`config.mk`:
```
export PLATFORM = sky130hd
export DESIGN_NAME = complex_mult
export DESIGN_NICKNAME = d
export VERILOG_FILES = /design/src/rtl/msdft_pkg.sv /design/src/rtl/complex_mult.sv
export SDC_FILE = /design/constraint.sdc
export NUM_CORES = 2
export LEC_CHECK = 0
export ABC_AREA = 1
export BUFFER_PORTS_ARGS = -buffer_cell sky130_fd_sc_hd__buf_4
export CAP_MARGIN = 20
export CORE_MARGIN = 2
export CORE_UTILIZATION = 40
export CTS_CLUSTER_DIAMETER = 150
export CTS_CLUSTER_SIZE = 24
export DETAILED_ROUTE_END_ITERATION = 16
export PLACE_DENSITY = 0.57
export SYNTH_ARGS = -nofsm -noshare
export SYNTH_HDL_FRONTEND = slang
export SYNTH_SLANG_ARGS = --single-unit
```
`constraint.sdc`:
```
create_clock -name clk -period 7.28 [get_ports clk]
set_input_delay 1.456 -clock clk [delete_from_list [all_inputs] [get_ports clk]]
set_output_delay 1.456 -clock clk [all_outputs]
set_load 0.05 [all_outputs]
```
`src/rtl/msdft_pkg.sv`:
```
package msdft_pkg;

    // input samples, Q1.7
    localparam int DIN_WIDTH = 8;
    localparam int DIN_POINT = 7;

    // twiddle factors, Q2.14
    localparam int TWIDD_WIDTH = 16;
    localparam int TWIDD_POINT = 14;

    // comb output grows by one bit
    localparam int COMB_WIDTH = DIN_WIDTH + 1;

    // comb times twiddle, plus one bit for the sum of two products
    localparam int PROD_WIDTH = COMB_WIDTH + TWIDD_WIDTH + 1;

    // output format
    localparam int DOUT_WIDTH = 32;
    localparam int DOUT_POINT = 16;

    // fractional bits dropped when narrowing the accumulator
    localparam int OUT_SHIFT = DIN_POINT + TWIDD_POINT - DOUT_POINT;

    typedef logic signed [DIN_WIDTH-1:0]   sample_t;
    typedef logic signed [COMB_WIDTH-1:0]  comb_t;
    typedef logic signed [TWIDD_WIDTH-1:0] twiddle_t;
    typedef logic signed [PROD_WIDTH-1:0]  prod_t;
    typedef logic signed [DOUT_WIDTH-1:0]  dout_t;

    // {imag, real}
    typedef logic [2*TWIDD_WIDTH-1:0] twidd_word_t;

endpackage
```
`src/rtl/complex_mult.sv`:
```
module complex_mult
    import msdft_pkg::*;
(
    input  logic     clk,
    input  logic     rst,
    input  comb_t    a_re,
    input  comb_t    a_im,
    input  logic     a_valid,
    input  twiddle_t w_re,
    input  twiddle_t w_im,
    output prod_t    p_re,
    output prod_t    p_im,
    output logic     p_valid
);

    localparam int PART_W = COMB_WIDTH + TWIDD_WIDTH;

    comb_t                     a_re_q;
    comb_t                     a_im_q;
    logic                      a_valid_q;
    logic signed [PART_W-1:0]  rr;
    logic signed [PART_W-1:0]  ii;
    logic signed [PART_W-1:0]  ri;
    logic signed [PART_W-1:0]  ir;
    logic                      part_valid;

    // comb operand waits one cycle for the table read
    always_ff @(posedge clk) begin
        a_re_q <= a_re;
        a_im_q <= a_im;
    end

    // partial products
    always_ff @(posedge clk) begin
        rr <= a_re_q * w_re;
        ii <= a_im_q * w_im;
        ri <= a_re_q * w_im;
        ir <= a_im_q * w_re;
    end

    // (a_re + j a_im)(w_re + j w_im)
    always_ff @(posedge clk) begin
        p_re <= prod_t'(rr) - prod_t'(ii);
        p_im <= prod_t'(ri) + prod_t'(ir);
    end

    always_ff @(posedge clk) begin
        if (rst) begin
            a_valid_q  <= 1'b0;
            part_valid <= 1'b0;
            p_valid    <= 1'b0;
        end else begin
            a_valid_q  <= a_valid;
            part_valid <= a_valid_q;
            p_valid    <= part_valid;
        end
    end

endmodule

```
Word level (Yosys, flattened, before mapping)

Index checks and enable logic that the tools add are counted.

Bits in registers: 173
Latch bits: 0
RAM bits: 0
ROM bits: 0
Output and inout bits: 53
Memories: 0

Add/sub/neg operators: 2
Multiply operators: 4
Div/mod/pow operators: 0
$lt $le $gt $ge: 0
Equality and inequality tests: 0
Shifts and indexed selects: 0
Multiplexer cells: 0
Bitwise gates (word level): 0
Reductions and logical operators: 0

Operator list:

| operator         | count |
|---|---|
| $mul A9 B16 Y25  | 4 |
| $add A25 B25 Y26 | 1 |
| $sub A25 B25 Y26 | 1 |

Longest topological paths before layout

Depth in word-level cells: 1
Gate-level depth with buffers: 25
Depth with buffers taken out: 23

Worst setup path before layout

No wires, ideal clock.

Kind: in2reg
From: input w_re[7]
To: register rr[15]
Setup time: 0.120 ns
Data arrival time: 5.585 ns
Setup slack: 1.576 ns
Stages on the path: 19
Buffers on the path: 2
Cell sequence: clkbuf_1 buf_1 nand2_1 fa_1 inv_1 fa_1 inv_1 fa_1 inv_1 fa_1 fa_1 ha_1 nand2_1 nand3_1 nand2_1 nand2_1 nand2_1 nand2_1 xor2_1

Cells in the longest elaborated chain, start to end: 1

RTL lines:

| item                 | RTL line           | text |
|---|---|---|
| from (decl)          | complex_mult.sv:9  | `input twiddle_t w_re,` |
| $mul A9 B16 Y25      | complex_mult.sv:35 | `rr <= a_re_q * w_re;` |
| to (signal assigned) | complex_mult.sv:35 |  |
| to (decl)            | complex_mult.sv:21 | `logic signed [PART_W-1:0] rr;` |

Every way passes these cells.
A chain may end at the register's enable or synchronous reset.

Final worst setup path

From: input w_re[15]
To: register ir[23]

Cells in the longest elaborated chain, start to end: 1

RTL lines:

| item                 | RTL line           | text |
|---|---|---|
| $mul A9 B16 Y25      | complex_mult.sv:38 | `ir <= a_im_q * w_re;` |
| to (signal assigned) | complex_mult.sv:38 |  |
| to (decl)            | complex_mult.sv:24 | `logic signed [PART_W-1:0] ir;` |

Every way passes these cells.

==> qor.csv <==
stage,metric,value,unit
sta,RSZ-0062 raised after global routing,no,
floorplanning,core area,70300,µm²
floorplanning,Die ar.,73400,µm²
sta,number of hold-slack violations in the final timing report,0,
sta,Worst-Margin Slew,1.02,ns
floorplanning,total I/O pin count,106,
placed_design,count of placed standard cells including taps,4827,
critical_path,worst setup path class,input pin to register,
critical_path,category of the worst setup path launch point,input pin,
clock_network,count of clock tree sinks,173,
synthesis,post-synthesis instance total,3873,
clock_network,number of levels the H-tree was split into,4,
run,MaxCap Viol Count,0,
placed_design,number of buffer cells added on primary ports,105,
synthesis,distinct cell type count of the synthesized netlist,29,
clock_network,TritonCTS clock tree,built,
critical_path,worst-path maximum fanout,18,
global_route,vias in the first global route,23200,
routing,number of violations reported at the end of detailed-routing iteration 0,1377,
sta,Setup Skew,0.0146,ns
placed_design,gp weighted congestion,0.879,
synthesis,Yosys warning total,0,
floorplanning,Initial Utilization,40.5,%
sta,minimum clock period,5.67,ns
final_layout,count of nets after finishing,4695,
routing,number of design rule violations left after detail routing,0,
synthesis,Post-Syn Nets,4662,
floorplanning,die outline height,271,µm
sta,Max Fclk,176,MHz
sta,sum of negative setup slack,0,ns
global_route,total track usage,20.7,%
global_route,remaining global-route overflow,0,
clock_network,number of buffers added by the clock tree synthesis step,17,
critical_path,setup slack of the most critical reg-to-reg path,1.83,ns
global_route,wire length of the first global-routing pass,121000,µm
sta,number of setup violations in the final report,0,
routing,number of antenna-violating nets in the routed design,0,
routing,total detailed-routing wirelength,72400,µm
routing,Routed WL per cell,14.9,µm
critical_path,cell breakdown of the critical path,buf_4 > nand2_1 > inv_1 > fa_1 > inv_1 > fa_1 > inv_1 > fa_1 > inv_1 > fa_1 > inv_1 > ha_1 > ha_1 > nand2_1 > nor3_1 > nand3_1 > nand4_1 > nand2_1,
sta,final worst path period share,77.8,%
floorplanning,Die Width,271,µm
sta,Final Max Slew Viols,0,
routing,first-pass iteration count of the detailed router,6,
synthesis,number of flip-flops and latches in the synthesized netlist,173,
synthesis,average footprint of a synthesized cell,7.35,µm²
routing,vias post-DR,23000,
sta,worst-case headroom to the max-slew limit,32.2,%
clock_network,Resize count post-CTS,0,
clock_network,hold buffer count at CTS,0,
synthesis,share of the yosys chip area belonging to registers,12.2,%
final_layout,fraction of layout cells with a size suffix above 1,5.21,%
critical_path,max incr delay on CP,0.76,ns
clock_network,clock insertion delay at the later pin of the skew report,0.51,ns
critical_path,critical path's slowest cell,fa_1,
clock_network,register clock-pin slew on the reported worst setup and hold paths,0.07,ns
floorplanning,Rows,97,
critical_path,dominant cell type by count on the critical path,inv_1,
critical_path,sort of element at the end of the critical path,register,
clock_network,Clock Path Buffers,2,
global_route,number of antenna violations at the first check in global routing,8,
final_layout,synth-to-layout area growth,8.18,%
clock_network,root cell of the clock tree,clkbuf_16,
synthesis,Mapped Area,28500,µm²
routing,Avg Vias per Cell,4.72,
critical_path,data arrival time at the worst-slack endpoint,6.04,ns
critical_path,required arrival time at the worst endpoint,7.65,ns
worst_hold_path,class of the tightest hold or removal check,register to register,
clock_network,post-CTS repair timing setup buffer count,0,
final_layout,Non-Filler Instances,4861,
run_status,run status,"finished, final reports clean",
global_route,largest net degree at the start of global routing,33,
placed_design,half-perimeter wire length after detailed placement,59800,µm
layout make-up:
cell class | count | area (µm²)
Antenna cell | 2 | 5.00
Clock buffer | 17 | 425
Clock inverter | 15 | 178
Fill cell | 7297 | 39500
Inverter | 969 | 3640
Multi-Input combinational cell | 2615 | 20900
Sequential cell | 173 | 3470
Tap cell | 940 | 1180
Timing Repair Buffer | 130 | 976
flip-flops by register name, summed over array words and instances (netlist names):
name / flops
part_valid: 1
ir: 25
p_valid: 1
a_valid_q: 1
ii: 25
p_re: 26
ri: 25
a_re_q: 9
a_im_q: 9
p_im: 26
rr: 25
synth_stat cells (all sizes together):
cell type / n / area share, %
and3: 2 / 0.044
o21ai: 26 / 0.47
nor3: 14 / 0.32
clkinv: 2 / 0.026
and2: 4 / 0.088
a21oi: 100 / 1.8
clkbuf: 101 / 1.3
xnor2: 20 / 0.61
fa: 478 / 34
a21o: 2 / 0.053
nand3b: 10 / 0.26
xor2: 65 / 2.0
ha: 258 / 11
buf: 15 / 0.21
nand4: 47 / 1.0
dfxtp: 173 / 12
nor2: 213 / 2.9
nand2: 1220 / 16
o21bai: 7 / 0.18
inv: 967 / 13
nand3: 147 / 2.7
or2: 2 / 0.044
placed cells by master, fill, tap and decap left out, types with 3 or more instances in the layout:
master      instances
nand2_1          1209
xnor2_1            20
clkinvlp_4          4
nand2_2            11
nor3_2              4
nor2_2             12
fa_1              478
and2_1              4
nor2_1            201
o21bai_1            7
clkbuf_16          17
xor2_1             65
inv_2               3
o21ai_0            25
dfxtp_2             5
a21oi_1           100
nand3_1           143
inv_1             964
nor3_1             10
ha_1              258
buf_4             130
nand3b_1           10
nand3_2             4
dfxtp_1           168
inv_8               6
nand4_1            47
worst paths after layout:
path                                  from      end  cells past startpoint
worst max-delay path              w_re[15]   ir[23]                     18
worst min register to register  part_valid  p_valid                      2
worst max register to register   a_re_q[0]   rr[23]                     16
worst min-delay path            part_valid  p_valid                      2
metrics by stage:
step	utilization, %	area (µm²)	setup WS (ns)	hold WS [ns]
finish	43.8	30800	1.61	0.404
global route	43.8	30800	1.45	0.439
CTS	43.8	30800	1.68	0.407
detailed placement	43.0	30200	1.17	0.396
global placement	43.0	30200	1.10	0.390
floorplan	-	28500	1.58	0.388
layer usage:
layer | global-route usage (%) | wire [µm] | up-vias
li1 | - | - | 11300
met3 | 3.48 | 4120 | 54
met2 | 32.6 | 32100 | 511
met1 | 29.9 | 35300 | 11100
met4 | 4.41 | 828 | 6
met5 | 0 | 41 | -
kinds of logic (layout without fill, tap and decap cells):
logic type               after synthesis  count (layout)  synth area share (%)
flip-flops                           173             173                  12.2
buffers and inverters               1085            1131                  14.3
XOR/XNOR                              85              85                  2.61
AND/OR/NAND/NOR                     1659            1659                  23.5
other                                  0               2                     0
AO/OA/AOI/OAI                        135             135                  2.46
adder cells (fa/ha/maj)              736             736                  44.9
critical path, delay by kind of cell:
family | cells | cell delay, ns
simple gates | 6 | 1.12
buf+inv | 6 | 0.52
fa+ha+maj | 6 | 2.91
Power is not shown: default switching activity piles up to over one toggle a cycle in this logic, so the estimate is an artifact.
