**config.mk**
```make
export PLATFORM = sky130hd
export DESIGN_NAME = bin_accumulator
export DESIGN_NICKNAME = d
export VERILOG_FILES = /design/src/rtl/msdft_pkg.sv /design/src/rtl/bin_accumulator.sv
export SDC_FILE = /design/constraint.sdc
export NUM_CORES = 1
export LEC_CHECK = 0
export BUFFER_PORTS_ARGS = -buffer_cell sky130_fd_sc_hd__buf_2
export CAP_MARGIN = 20
export CORE_MARGIN = 1.5
export CORE_UTILIZATION = 35
export CTS_BUF_LIST = sky130_fd_sc_hd__clkbuf_4 sky130_fd_sc_hd__clkbuf_8
export CTS_CLUSTER_SIZE = 12
export DETAILED_ROUTE_END_ITERATION = 10
export HOLD_SLACK_MARGIN = 0.05
export PLACE_DENSITY_LB_ADDON = 0.08
export SETUP_SLACK_MARGIN = 0.3
export SLEW_MARGIN = 25
export SYNTH_ARGS = -nofsm -noshare
export SYNTH_HDL_FRONTEND = slang
export SYNTH_SLANG_ARGS = --single-unit
```
**constraint.sdc**
```tcl
create_clock -name clk -period 4.65 [get_ports clk]
set_clock_uncertainty 0.1 [all_clocks]
set_input_delay 0.6975 -clock clk [delete_from_list [all_inputs] [get_ports clk]]
set_output_delay 0.6975 -clock clk [all_outputs]
set_load 0.01 [all_outputs]
```
**src/rtl/msdft_pkg.sv**
```systemverilog
package msdft_pkg;

    // input samples, Q1.7
    localparam int DIN_WIDTH = 8;
    localparam int DIN_POINT = 7;

    // twiddle factors, Q2.14
    localparam int TWIDD_WIDTH = 16;
    localparam int TWIDD_POINT = 14;

    // comb output grows by one bit
    localparam int COMB_WIDTH = DIN_WIDTH + 1;

    // comb times twiddle, plus one bit for the sum of two products
    localparam int PROD_WIDTH = COMB_WIDTH + TWIDD_WIDTH + 1;

    // output format
    localparam int DOUT_WIDTH = 32;
    localparam int DOUT_POINT = 16;

    // fractional bits dropped when narrowing the accumulator
    localparam int OUT_SHIFT = DIN_POINT + TWIDD_POINT - DOUT_POINT;

    typedef logic signed [DIN_WIDTH-1:0]   sample_t;
    typedef logic signed [COMB_WIDTH-1:0]  comb_t;
    typedef logic signed [TWIDD_WIDTH-1:0] twiddle_t;
    typedef logic signed [PROD_WIDTH-1:0]  prod_t;
    typedef logic signed [DOUT_WIDTH-1:0]  dout_t;

    // {imag, real}
    typedef logic [2*TWIDD_WIDTH-1:0] twidd_word_t;

endpackage
```
**src/rtl/bin_accumulator.sv**
```systemverilog
module bin_accumulator
    import msdft_pkg::*;
#(
    parameter int DFT_LEN = 128
) (
    input  logic  clk,
    input  logic  rst,
    input  logic  clear,
    input  prod_t p_re,
    input  prod_t p_im,
    input  logic  p_valid,
    output dout_t dout_re,
    output dout_t dout_im,
    output logic  dout_valid
);

    // room for a full window of products
    localparam int ACC_W = PROD_WIDTH + $clog2(DFT_LEN);

    logic signed [ACC_W-1:0] acc_re;
    logic signed [ACC_W-1:0] acc_im;
    logic                    acc_valid;

    always_ff @(posedge clk) begin
        if (rst || clear) begin
            acc_re <= '0;
            acc_im <= '0;
        end else if (p_valid) begin
            acc_re <= acc_re + ACC_W'(p_re);
            acc_im <= acc_im + ACC_W'(p_im);
        end
    end

    // arithmetic shift, rounds towards minus infinity
    always_ff @(posedge clk) begin
        if (acc_valid) begin
            dout_re <= dout_t'(acc_re >>> OUT_SHIFT);
            dout_im <= dout_t'(acc_im >>> OUT_SHIFT);
        end
    end

    always_ff @(posedge clk) begin
        if (rst) begin
            acc_valid  <= 1'b0;
            dout_valid <= 1'b0;
        end else begin
            acc_valid  <= p_valid;
            dout_valid <= acc_valid;
        end
    end

endmodule

```
# After elaboration in Yosys (flattened, before gate mapping)
# Cells that the tools add are included.
classes:
  n_reduce_logical: 1
  add_sub_neg: 2
op_table:
  columns: ["op", "count"]
  rows:
  - ["adder 33 x 26 -> 33 bit", 2]
  - ["logical OR 1 bit", 1]
word_totals:
  ff_bits: 124
  input_bits: 56
  out_inout_bits: 65
  elab_cells: 9

# Longest topological paths before layout
# Gate-level depths: netlist (run 1).
logic_depth:
  ltp_word: 1
  depth_mapped: 10
  mapped_depth_nobuf: 10

# Least setup slack after synthesis (run 1)
# Ideal clock, no wire load.
synth_timing:
  path_kind: "input -> register"
  startpoint: "in p_re[0]"
  endpoint: "reg acc_re[30]"
  t_required_ps: 4488
  arrival_time_ps: 3028
  setup_time_ps: 62
  cell_stages: 10
  path_buffers: 0
  path_slack_ps: 1460
  path_cell_list: "ha_1 -> fa_1 -> a211oi_1 -> nor2_1 -> o311ai_2 -> a21oi_1 -> o21ai_1 -> nor4_1 -> or4_1 -> nand3_1"
synth_via:
  elab_chain_cells: 1
synth_lines:
  columns: ["item", "line", "text"]
  rows:
  - ["start, declared", "bin_accumulator.sv:9", "input prod_t p_re,"]
  - ["adder 33 x 26 -> 33 bit", "bin_accumulator.sv:29", "acc_re <= acc_re + ACC_W'(p_re);"]
  - ["end signal, assigned", "bin_accumulator.sv:29", null]
  - ["end, declared", "bin_accumulator.sv:20", "logic signed [ACC_W-1:0] acc_re;"]
# Every way passes these cells.
# A chain may end at the register's enable or synchronous reset.

# Worst setup path after layout (run 1)
layout_timing:
  startpoint: "in p_re[0]"
  endpoint: "reg acc_re[32]"
# The elaborated chain is that of the path after synthesis.

==> reports/results.txt, run 1 <==
most frequent cells in the layout -> buf_2 (120), nor2_1 (79), dfxtp_1 (67), ha_1 (64), a21oi_1 (59)
crit path kind -> in2reg
post-synthesis xor/xnor area fraction -> 0.03448
clock latency on the worst-skew pair -> 0.44 ns
Seq/Total Area, Yosys -> 0.3993
prevailing post-synth register cell -> dfxtp_1
Sw Share -> 0.2752
Clock Path Buffers -> 2
Worst Hold Class -> reg2reg
Vias -> 6455
Ports -> 121
register area -> 3044 um^2
Static Leak -> 0.003932 uW
Post-Syn Instances -> 812
post-route cell area -> 8897 um^2
Fin Hold WS -> 0.3657 ns
share of layout cells above drive strength 1 -> 0.1833
Post-Synth Adder-Cell Area -> 0.1103
DRC -> 0
largest net degree at the start of global routing -> 43
nets -> 1042
# setup viols final -> 0
EDFF count, synth -> 56
first-pass GRT wire length -> 31.93 mm
filler instances -> 2198
Synth-to-Final Area Change -> 16.77%
syn_area_per_cell -> 9.384 um^2
Clk pwr share -> 0.388
area taken by multi-input logic gates -> 4338 um^2
mux share of post-synthesis cell area -> 0.03695
drt pass-1 iters -> 5
core box area -> 21220 um^2
logic gate share of total power -> 0.177
Crit Path Max Fanout -> 5
sequential share of power -> 0.435
DRT iter0 DRCs -> 357
Pins Over Slew Limit -> 0
Required @ worst endpoint -> 4.92 ns
Routed met3 length -> 749 um
Die Height -> 150.6 um
clk slew on worst S/H paths -> 0.07 ns
port bufs -> 120
Seq cells post-synth -> 124
Netlist cell types -> 66
crit share post-route -> 0.7043
met2 WL -> 8.558 mm
highest metal used -> met4
setup tns final -> 0 ns
pin slew with the least headroom to its limit -> 0.6700 ns
Worst Setup Start Kind -> primary input
ant diodes -> 0
P_int -> 2037 uW
Placer Congestion -> 0.8038
hpwl dp -> 14.20 mm
Total Wirelength -> 19.69 mm
Post-DRT Antenna Nets -> 0
main combinational cell family by area after synthesis -> compound AO/OA/AOI/OAI gates
status -> finished clean
count of hold-fix buffers inserted at cts -> 0
vias in the first global route -> 6077
initial antenna violation count -> 0
Die X-Extent -> 150.6 um
CTS Sinks -> 124
CP arrival -> 3.55 ns
CTS Root Cell -> clkbuf_8
CTS resizes -> 0
critical path capture point type -> flip-flop
leading cell type in the layout, fill and taps excluded -> buf_2
GR Util All Layers -> 0.1815
Layout Utilization -> 0.4193
Remaining Overflow, GRT -> 0
Max Cap Viol -> 0
Mapped Nets -> 934
P_sw -> 773.6 uW
RSZ-0062 raised after global routing -> false
final hold viol count -> 0
Slew headroom -> 0.5533
CTS tree -> built
Starting Density -> 0.3591
Post-synth ARST share -> 0
vias per inst -> 5.344
Simple-Gate Fraction of Synth Area -> 0.1519
final critical-path required period -> 3.275 ns
Die ar. -> 22670 um^2
Synth Cell Area -> 7620 um^2
Core Rows -> 53
Cell Pwr Density -> 315.9 nW/um^2
placed instance area -> 8448 um^2
Synth Area in Compound Gates -> 0.2350
Setup Fix Bufs, Post-CTS -> 0
Routed WL per cell -> 16.30 um
VDD IR max -> 0.1607 mV
Max Fclk -> 0.3054 GHz
yosys warns -> 0
M1 wire length -> 10.15 mm
total chip power -> 2811 uW
CTS Buf Count -> 17
H-Tree Level Count -> 4
[through the flow]
stage               setup WS (ns)  instances
floorplan                   1.460        812
global placement            1.011       1176
detailed placement         0.9434       1176
CTS                         1.409       1208
global route                1.240       1208
finish                      1.375       1208
[logic make-up after synthesis]
kind of cell             after synthesis
AO/OA/AOI/OAI                        267
AND/OR/NAND/NOR                      240
flip-flops                           124
adder cells (fa/ha/maj)               66
buffers and inverters                 57
XOR/XNOR                              30
multiplexers                          28
[power by group through the flow]
stage / Sequential, uW / Combinational (uW) / Clock [uW]
6_report: 1220 / 498 / 1090
5_1_grt: 1230 / 560 / 1180
4_1_cts: 1220 / 499 / 1130
3_5_place_dp: 1250 / 495 / 0
3_3_place_gp: 1250 / 499 / 0
2_1_floorplan: 1250 / 345 / 0
[worst max-delay path: stages]
cell and delay [ns]:
buf_2 0.11, ha_1 0.25, fa_1 0.44, a211oi_1 0.27, nor2_1 0.16, o311ai_2 0.42
a21oi_1 0.12, a211oi_1 0.50, o31ai_1 0.18, mux2i_1 0.21, mux2i_1 0.19
[synthesized netlist by cell type, types with 7 or more instances]
cell type | instances | area [um^2]
o21bai_1 | 7 | 52.55
nand4_1 | 9 | 56.30
mux2i_1 | 27 | 270.3
nand2_1 | 45 | 168.9
o21ai_0 | 45 | 225.2
dfxtp_1 | 68 | 1361
nor2b_1 | 7 | 43.79
a21o_1 | 39 | 292.8
nand3_1 | 34 | 170.2
xor2_1 | 8 | 70.07
o21a_1 | 14 | 105.1
edfxtp_1 | 56 | 1682
nor3_1 | 21 | 105.1
a21oi_1 | 59 | 295.3
a31oi_1 | 13 | 81.33
nor2_1 | 80 | 300.3
ha_1 | 64 | 800.8
inv_1 | 18 | 67.56
buf_4 | 8 | 60.06
clkbuf_1 | 24 | 90.09
xnor2_1 | 22 | 192.7
or3_1 | 9 | 56.30
a211oi_1 | 29 | 217.7
[cell type report]
cell class,instances,area share
well taps,275,0.03867
multi-input cells,631,0.4876
clock inverters,13,0.02222
flip-flops and latches,124,0.3421
clock buffers,19,0.02798
inverters,19,0.008016
repair buffers,127,0.07341
[routing by layer]
layer  vias up  track usage
li1       3314            -
met1      2983       0.2598
met2       141       0.2764
met3        17      0.03515
met4         0      0.05098
met5         -            0
[path summary, 6_finish.rpt]
check                                              from                       to  slack, ns  depth (start not counted)
worst max-delay path                            p_re[0]  acc_re[32]$_SDFFE_PP0P_       1.38                         11
worst min-delay path            acc_re[10]$_SDFFE_PP0P_     dout_re[5]$_DFFE_PP_       0.37                          0
worst max register to register   acc_re[0]$_SDFFE_PP0P_  acc_re[32]$_SDFFE_PP0P_       1.45                         10
worst min register to register  acc_re[10]$_SDFFE_PP0P_     dout_re[5]$_DFFE_PP_       0.37                          0
[sequential cells by signal, summed over array words and instances, names as in the netlist]
name / flops
acc_valid: 1
acc_im: 33
dout_im: 28
dout_valid: 1
dout_re: 28
acc_re: 33
Power figures use the tool's default switching activity.
==> run 2, diff against run 1 <==
Settings changed: ABC_AREA set to 1.
Clock period 4.65 ns to 3.43 ns, I/O delays scaled along.
==> run 2 against run 1 <==
Synthesized area rose by 21%. Count of clock-buffer cells in the layout grew 4. Synthesized cell count increased by 83%. First-iteration DRC count grew 42%. Critical path type is now reg2reg.
==> reports/results.txt, run 2 <==
buffers plus inverters on the worst setup path -> 1 (unchanged)
count of hold-fix buffers inserted at cts -> 0 (unchanged)
highest metal used -> met4 (unchanged)
Routed met3 length -> 733 um (was 749 um)
Regs by FF count -> acc_im x33, acc_re x33 (unchanged)
clk slew on worst S/H paths -> 0.07 ns (about the same)
first-pass GRT wire length -> 40.80 mm (was 31.93 mm)
pin slew with the least headroom to its limit -> 0.8740 ns (was 0.6700 ns)
Setup Fix Bufs, Post-CTS -> 0 (unchanged)
core box area -> 25980 um^2 (was 21220 um^2)
crit-path leading delay family -> simple AND/OR/NAND/NOR gates (was compound AO/OA/AOI/OAI gates)
Static Leak -> 0.006346 uW (was 0.003932 uW)
Seq cells post-synth -> 124 (unchanged)
CTS resizes -> 0 (unchanged)
filler instances -> 2923 (was 2198)
met2 WL -> 11.96 mm (was 8.558 mm)
Seq/Total Area, Yosys -> 0.3292 (was 0.3993)
Ports -> 121 (unchanged)
Post-DRT Antenna Nets -> 0 (unchanged)
Worst Setup Start Kind -> flip-flop (was primary input)
Worst Hold Class -> in2reg (was reg2reg)
EDFF count, synth -> 56 (unchanged)
CTS Sinks -> 124 (unchanged)
yosys warns -> 0 (unchanged)
most frequent cells in the layout -> nand2_1 (514), inv_1 (318), nor2_1 (211), buf_2 (119), nand3_1 (75) (was buf_2 (120), nor2_1 (79), dfxtp_1 (67), ha_1 (64), a21oi_1 (59))
Starting Density -> 0.3557 (was 0.3591)
CTS Root Cell -> clkbuf_8 (unchanged)
vias in the first global route -> 8150 (was 6077)
initial antenna violation count -> 0 (unchanged)
leading cell type in the layout, fill and taps excluded -> nand2_1 (was buf_2)
Post-Syn Instances -> 1483 (was 812)
Placer Congestion -> 0.9169 (was 0.8038)
hpwl dp -> 19.88 mm (was 14.20 mm)
crit path kind -> reg2reg (was in2reg)
CP peak stage delay -> 0.45 ns (was 0.50 ns)
H-Tree Level Count -> 4 (unchanged)
synth cell count leaders -> nand2_1 (514), inv_1 (318), nor2_1 (211) (was nor2_1 (80), dfxtp_1 (68), ha_1 (64))
prevailing post-synth register cell -> dfxtp_1 (unchanged)
final critical-path required period -> 2.121 ns
DRC -> 0 (unchanged)
syn_area_per_cell -> 6.232 um^2 (was 9.384 um^2)
Remaining Overflow, GRT -> 0 (unchanged)
nets -> 1720 (was 1042)
port bufs -> 120 (unchanged)
drt pass-1 iters -> 4 (was 5)
Max Cap Viol -> 0 (unchanged)
crit share post-route -> 0.6183
Routed WL per cell -> 13.05 um (was 16.30 um)
Die Height -> 165.5 um (was 150.6 um)
Required @ worst endpoint -> 3.67 ns (was 4.92 ns)
final hold viol count -> 0 (unchanged)
RSZ-0062 raised after global routing -> false (unchanged)
share of layout cells above drive strength 1 -> 0.1055 (was 0.1833)
Fin Hold WS -> 0.1544 ns (was 0.3657 ns)
# setup viols final -> 0 (unchanged)
ranking of synthesized cells by area -> nand2_1 (21%), edfxtp_1 (18%), dfxtp_1 (15%) (was edfxtp_1 (22%), dfxtp_1 (18%), ha_1 (11%))
CTS tree -> built (unchanged)
clock latency on the worst-skew pair -> 0.45 ns (was 0.44 ns)
Slew headroom -> 0.4173 (was 0.5533)
Clock Path Buffers -> 2 (unchanged)
crit-path cells -> ha_1 > fa_1 > nand2_1 > nand2_1 > nand3_1 > nand2_1 > nand2_1 > nand2_1 > nand2_1 > nand2_1 > nand2_1 > nand3_1 > nand2_1 > inv_1 (was buf_2 > ha_1 > fa_1 > a211oi_1 > nor2_1 > o311ai_2 > a21oi_1 > a211oi_1 > o31ai_1 > mux2i_1 > mux2i_1)
Netlist cell types -> 26 (was 66)
Core Rows -> 59 (was 53)
Crit Path Max Fanout -> 3 (was 5)
CTS Buf Count -> 17 (unchanged)
biggest area consumer among synthesized cells -> nand2_1 (was edfxtp_1)
Pins Over Slew Limit -> 0 (unchanged)
Die ar. -> 27390 um^2 (was 22670 um^2)
setup tns final -> 0 ns (unchanged)
ant diodes -> 0 (unchanged)
DRT iter0 DRCs -> 507 (was 357)
Total Wirelength -> 25.39 mm (was 19.69 mm)
CP arrival -> 2.36 ns (was 3.55 ns)
Die X-Extent -> 165.5 um (was 150.6 um)
Cell Pwr Density -> 355.2 nW/um^2 (was 315.9 nW/um^2)
Post-synth ARST share -> 0 (unchanged)
most common cell in the netlist -> nand2_1 (was nor2_1)
M1 wire length -> 12.07 mm (was 10.15 mm)
Vias -> 8615 (was 6455)
vias per inst -> 4.427 (was 5.344)
Synth-to-Final Area Change -> 13.97% (was 16.77%)
top-area cell type share of the netlist area -> 0.2087 (was 0.2207)
critical path capture point type -> flip-flop (unchanged)
cell mode on critical path -> nand2_1
status -> finished clean (unchanged)
CP max-delay cell -> fa_1 (was a211oi_1)
Mapped Nets -> 1605 (was 934)
VDD IR max -> 0.1537 mV (was 0.1607 mV)
largest net degree at the start of global routing -> 59 (was 43)
Max Fclk -> 0.4715 GHz
Synth Cell Area -> 9243 um^2 (was 7620 um^2)
GR Util All Layers -> 0.1947 (was 0.1815)
[run 2: cell types whose count changed after synthesis, sizes merged, moves of 15 or more]
cell and change:
inv +300, o21ai -15, nor2 +131, xnor2 -20, a211oi -29, a21o -38
nand3 +44, mux2i -27, xor2 +22, nand2 +476
[run 2: final cells by class]
type / instances / area [um^2] / area share
multi-input cells: 1012 / 4852 / 0.4606
well taps: 335 / 419.2 / 0.03979
flip-flops and latches: 124 / 3044 / 0.2890
repair buffers: 125 / 665.6 / 0.06319
inverters: 318 / 1194 / 0.1133
clock inverters: 9 / 73.82 / 0.007008
clock buffers: 23 / 285.3 / 0.02708
[run 2: layer usage]
layer | vias to the layer above | GRT usage
met1 | 3745 | 0.2445
met3 | 31 | 0.02972
met5 | - | 0
li1 | 4698 | -
met2 | 141 | 0.3383
met4 | 0 | 0.06534
[run 2: path summary, 6_finish.rpt]
path                              to                    from  depth (start not counted)  slack (ns)
max          acc_im[30]$_SDFFE_PP0P_  acc_im[0]$_SDFFE_PP0P_                         14        1.31
min             acc_valid$_SDFF_PP0_                     rst                          2        0.15
max reg2reg  acc_im[30]$_SDFFE_PP0P_  acc_im[0]$_SDFFE_PP0P_                         14        1.31
min reg2reg     dout_im[0]$_DFFE_PP_  acc_im[5]$_SDFFE_PP0P_                          0        0.37
[run 2: logic make-up after synthesis]
kind of cell,count (synthesis),synth area share
AO/OA/AOI/OAI,87,0.05009
flip-flops,124,0.3292
XOR/XNOR,32,0.03032
buffers and inverters,347,0.1458
AND/OR/NAND/NOR,827,0.3536
adder cells (fa/ha/maj),66,0.09097
[run 2: metrics by stage]
step | setup WS [ns] | utilization | power [uW] | cells | instance area, um^2
2_1_floorplan | 1.304 | - | 2288 | 1483 | 9243
3_3_place_gp | 0.9782 | 0.3916 | 2546 | 1914 | 10170
3_5_place_dp | 0.9650 | 0.3916 | 2548 | 1914 | 10170
4_1_cts | 1.301 | 0.4054 | 3801 | 1946 | 10530
5_1_grt | 1.054 | 0.4054 | 3995 | 1946 | 10530
6_report | 1.309 | 0.4054 | 3741 | 1946 | 10530
[run 2: where the power goes]
group / switching (uW) / total, uW / leakage, uW / internal, uW
registers: 51.5 / 1670 / 0.00107 / 1620
clock network: 610 / 1230 / 0.000188 / 623
logic: 541 / 835 / 0.00508 / 294
total: 1200 / 3740 / 0.00635 / 2540
==> run 3, diff against run 2 <==
Clock period 3.43 ns to 2.2 ns, I/O delays scaled along.
==> run 3 against run 2 <==
Critical path depth is the same. First-iteration DRC count shrank 7.7%. Register-to-register slack lost 1.0 ns. Worst hold slack gained 0.044 ns. Critical path type unchanged. Setup slack lost 1.0 ns. Combinational power grew 110%. Critical endpoint unchanged. Die area is the same. Sequential power grew 57%. Sequential share of layout area shrank 3.8 points. Non-clock buffer count grew 40.
==> reports/results.txt, run 3 (synthesized netlist as in run 2, its figures left out) <==
Vias -> 8985 (was 8615)
Post-DRT Antenna Nets -> 0 (unchanged)
Placer Congestion -> 0.8901 (was 0.9169)
crit path kind -> reg2reg (unchanged)
Die Height -> 165.5 um (unchanged)
nets -> 1760 (was 1720)
final worst slack -> 0.2769 ns (was 1.309 ns)
drt pass-1 iters -> 5 (was 4)
Sw Share -> 0.3232 (was 0.3214)
Slew headroom -> 0.4451 (was 0.4173)
highest metal used -> met4 (unchanged)
CP arrival -> 2.17 ns (was 2.36 ns)
DRC -> 0 (unchanged)
leading cell type in the layout, fill and taps excluded -> nand2_1 (unchanged)
Required @ worst endpoint -> 2.45 ns (was 3.67 ns)
port bufs -> 120 (unchanged)
crit share post-route -> 0.8742 (was 0.6183)
Total Wirelength -> 26.72 mm (was 25.39 mm)
Synth-to-Final Area Change -> 34.43% (was 13.97%)
Remaining Overflow, GRT -> 0 (unchanged)
critical path capture point type -> flip-flop (unchanged)
Crit Path Max Fanout -> 3 (unchanged)
P_int -> 4498 uW (was 2539 uW)
Routed met3 length -> 796 um (was 733 um)
Ports -> 121 (unchanged)
final critical-path required period -> 1.923 ns (was 2.121 ns)
CTS tree -> built (unchanged)
GR Util All Layers -> 0.1975 (was 0.1947)
vias per inst -> 4.526 (was 4.427)
vias in the first global route -> 8505 (was 8150)
Clk pwr share -> 0.346 (was 0.330)
Pins Over Slew Limit -> 0 (unchanged)
ant diodes -> 0 (unchanged)
Die ar. -> 27390 um^2 (unchanged)
DRT iter0 DRCs -> 468 (was 507)
Static Leak -> 0.006708 uW (was 0.006346 uW)
CTS Buf Count -> 17 (unchanged)
share of layout cells above drive strength 1 -> 0.2994 (was 0.1055)
Cell Pwr Density -> 534.9 nW/um^2 (was 355.2 nW/um^2)
Worst Hold Class -> in2reg (unchanged)
logic gate share of total power -> 0.260 (was 0.223)
RSZ-0062 raised after global routing -> true (was false)
core box area -> 25980 um^2 (unchanged)
Max Fclk -> 0.5200 GHz (was 0.4715 GHz)
final hold viol count -> 0 (unchanged)
clock latency on the worst-skew pair -> 0.45 ns (about the same)
Core Rows -> 59 (unchanged)
status -> finished clean (unchanged)
Register-to-Register Path Depth -> 14 (unchanged)
P_sw -> 2147 uW (was 1203 uW)
worst slack at placement -> -0.04506 ns (was 0.9650 ns)
Hold Path Stages -> 4 (was 2)
Clock Path Buffers -> 2 (unchanged)
Max Cap Viol -> 0 (unchanged)
clk slew on worst S/H paths -> 0.09 ns (was 0.07 ns)
M1 wire length -> 12.29 mm (was 12.07 mm)
pin slew with the least headroom to its limit -> 0.8323 ns (was 0.8740 ns)
most frequent cells in the layout -> nand2_1 (420), inv_1 (304), nor2_1 (175), buf_2 (119), nand2_2 (83) (was nand2_1 (514), inv_1 (318), nor2_1 (211), buf_2 (119), nand3_1 (75))
Regs by FF count -> acc_im x33, acc_re x33 (unchanged)
largest net degree at the start of global routing -> 99 (was 59)
CTS Sinks -> 124 (unchanged)
# setup viols final -> 0 (unchanged)
Starting Density -> 0.3557 (unchanged)
met2 WL -> 13.07 mm (was 11.96 mm)
Worst Setup Start Kind -> flip-flop (unchanged)
sequential share of power -> 0.394 (was 0.447)
setup tns final -> 0 ns (unchanged)
CTS Root Cell -> clkbuf_8 (unchanged)
first-pass GRT wire length -> 41.98 mm (was 40.80 mm)
Fin Hold WS -> 0.1986 ns (was 0.1544 ns)
initial antenna violation count -> 0 (unchanged)
H-Tree Level Count -> 4 (unchanged)
Die X-Extent -> 165.5 um (unchanged)
Routed WL per cell -> 13.46 um (was 13.05 um)
VDD IR max -> 0.4240 mV (was 0.1537 mV)
hpwl dp -> 19.66 mm (was 19.88 mm)
-- run 3: path summary, 6_finish.rpt --
kind / start / endpoint / slack [ns]
worst max-delay path: acc_im[0]$_SDFFE_PP0P_ / acc_im[30]$_SDFFE_PP0P_ / 0.28
worst min-delay path: p_im[0] / acc_im[0]$_SDFFE_PP0P_ / 0.20
worst max register to register: acc_im[0]$_SDFFE_PP0P_ / acc_im[30]$_SDFFE_PP0P_ / 0.28
worst min register to register: acc_im[21]$_SDFFE_PP0P_ / dout_im[16]$_DFFE_PP_ / 0.35
-- run 3: layer usage --
| metal | vias to the layer above | track usage |
|---|---|---|
| met5 | - | 0 |
| met4 | 0 | 0.05398 |
| met3 | 37 | 0.03197 |
| met2 | 150 | 0.3466 |
| met1 | 4031 | 0.2489 |
| li1 | 4767 | - |
-- run 3: stage by stage --
stage / instance area (um^2) / cells / total power [uW] / util
floorplan: 9249 / 1483 / 3566 / -
global placement: 10350 / 1935 / 4008 / 0.3983
detailed placement: 10350 / 1935 / 4009 / 0.3983
CTS: 11340 / 1970 / 6456 / 0.4363
global route: 12420 / 1985 / 7042 / 0.4781
finish: 12420 / 1985 / 6645 / 0.4781
-- run 3: layout make-up --
| type | instances | area, um^2 |
|---|---|---|
| multi-input cells | 1012 | 6242 |
| repair buffers | 165 | 1005 |
| fillers | 2682 | 13560 |
| clock inverters | 13 | 191.4 |
| clock buffers | 18 | 247.7 |
| inverters | 318 | 1196 |
| flip-flops and latches | 124 | 3123 |
| well taps | 335 | 419.2 |
-- run 3: critical path: stages, from the launching register on --
cell and delay (ns):
dfxtp_2 0.34, ha_4 0.16, fa_2 0.35, nand2_2 0.11
nand2_2 0.08, nand3_2 0.08, nand2_2 0.06, nand2_2 0.07
nand2_4 0.08, nand2_4 0.10, nand2_2 0.04, nand2_1 0.06
nand3_1 0.06, nand2_1 0.08, inv_1 0.04
-- run 3: power groups by stage --
stage / Combinational, uW / Clock [uW] / Sequential, uW
2_1_floorplan: 892 / 0 / 2670
3_3_place_gp: 1350 / 0 / 2660
3_5_place_dp: 1350 / 0 / 2660
4_1_cts: 1470 / 2370 / 2620
5_1_grt: 1940 / 2470 / 2640
6_report: 1730 / 2300 / 2620
-- run 3: what timing repair did --
item                                    4_1_cts  5_1_grt
endpoints found under the setup margin       45       52
hold endpoints to repair                      2        0
pin swaps                                    29       88
setup buffers                                 3       15
gates resized for setup                      99      266
hold buffers                                  1        0
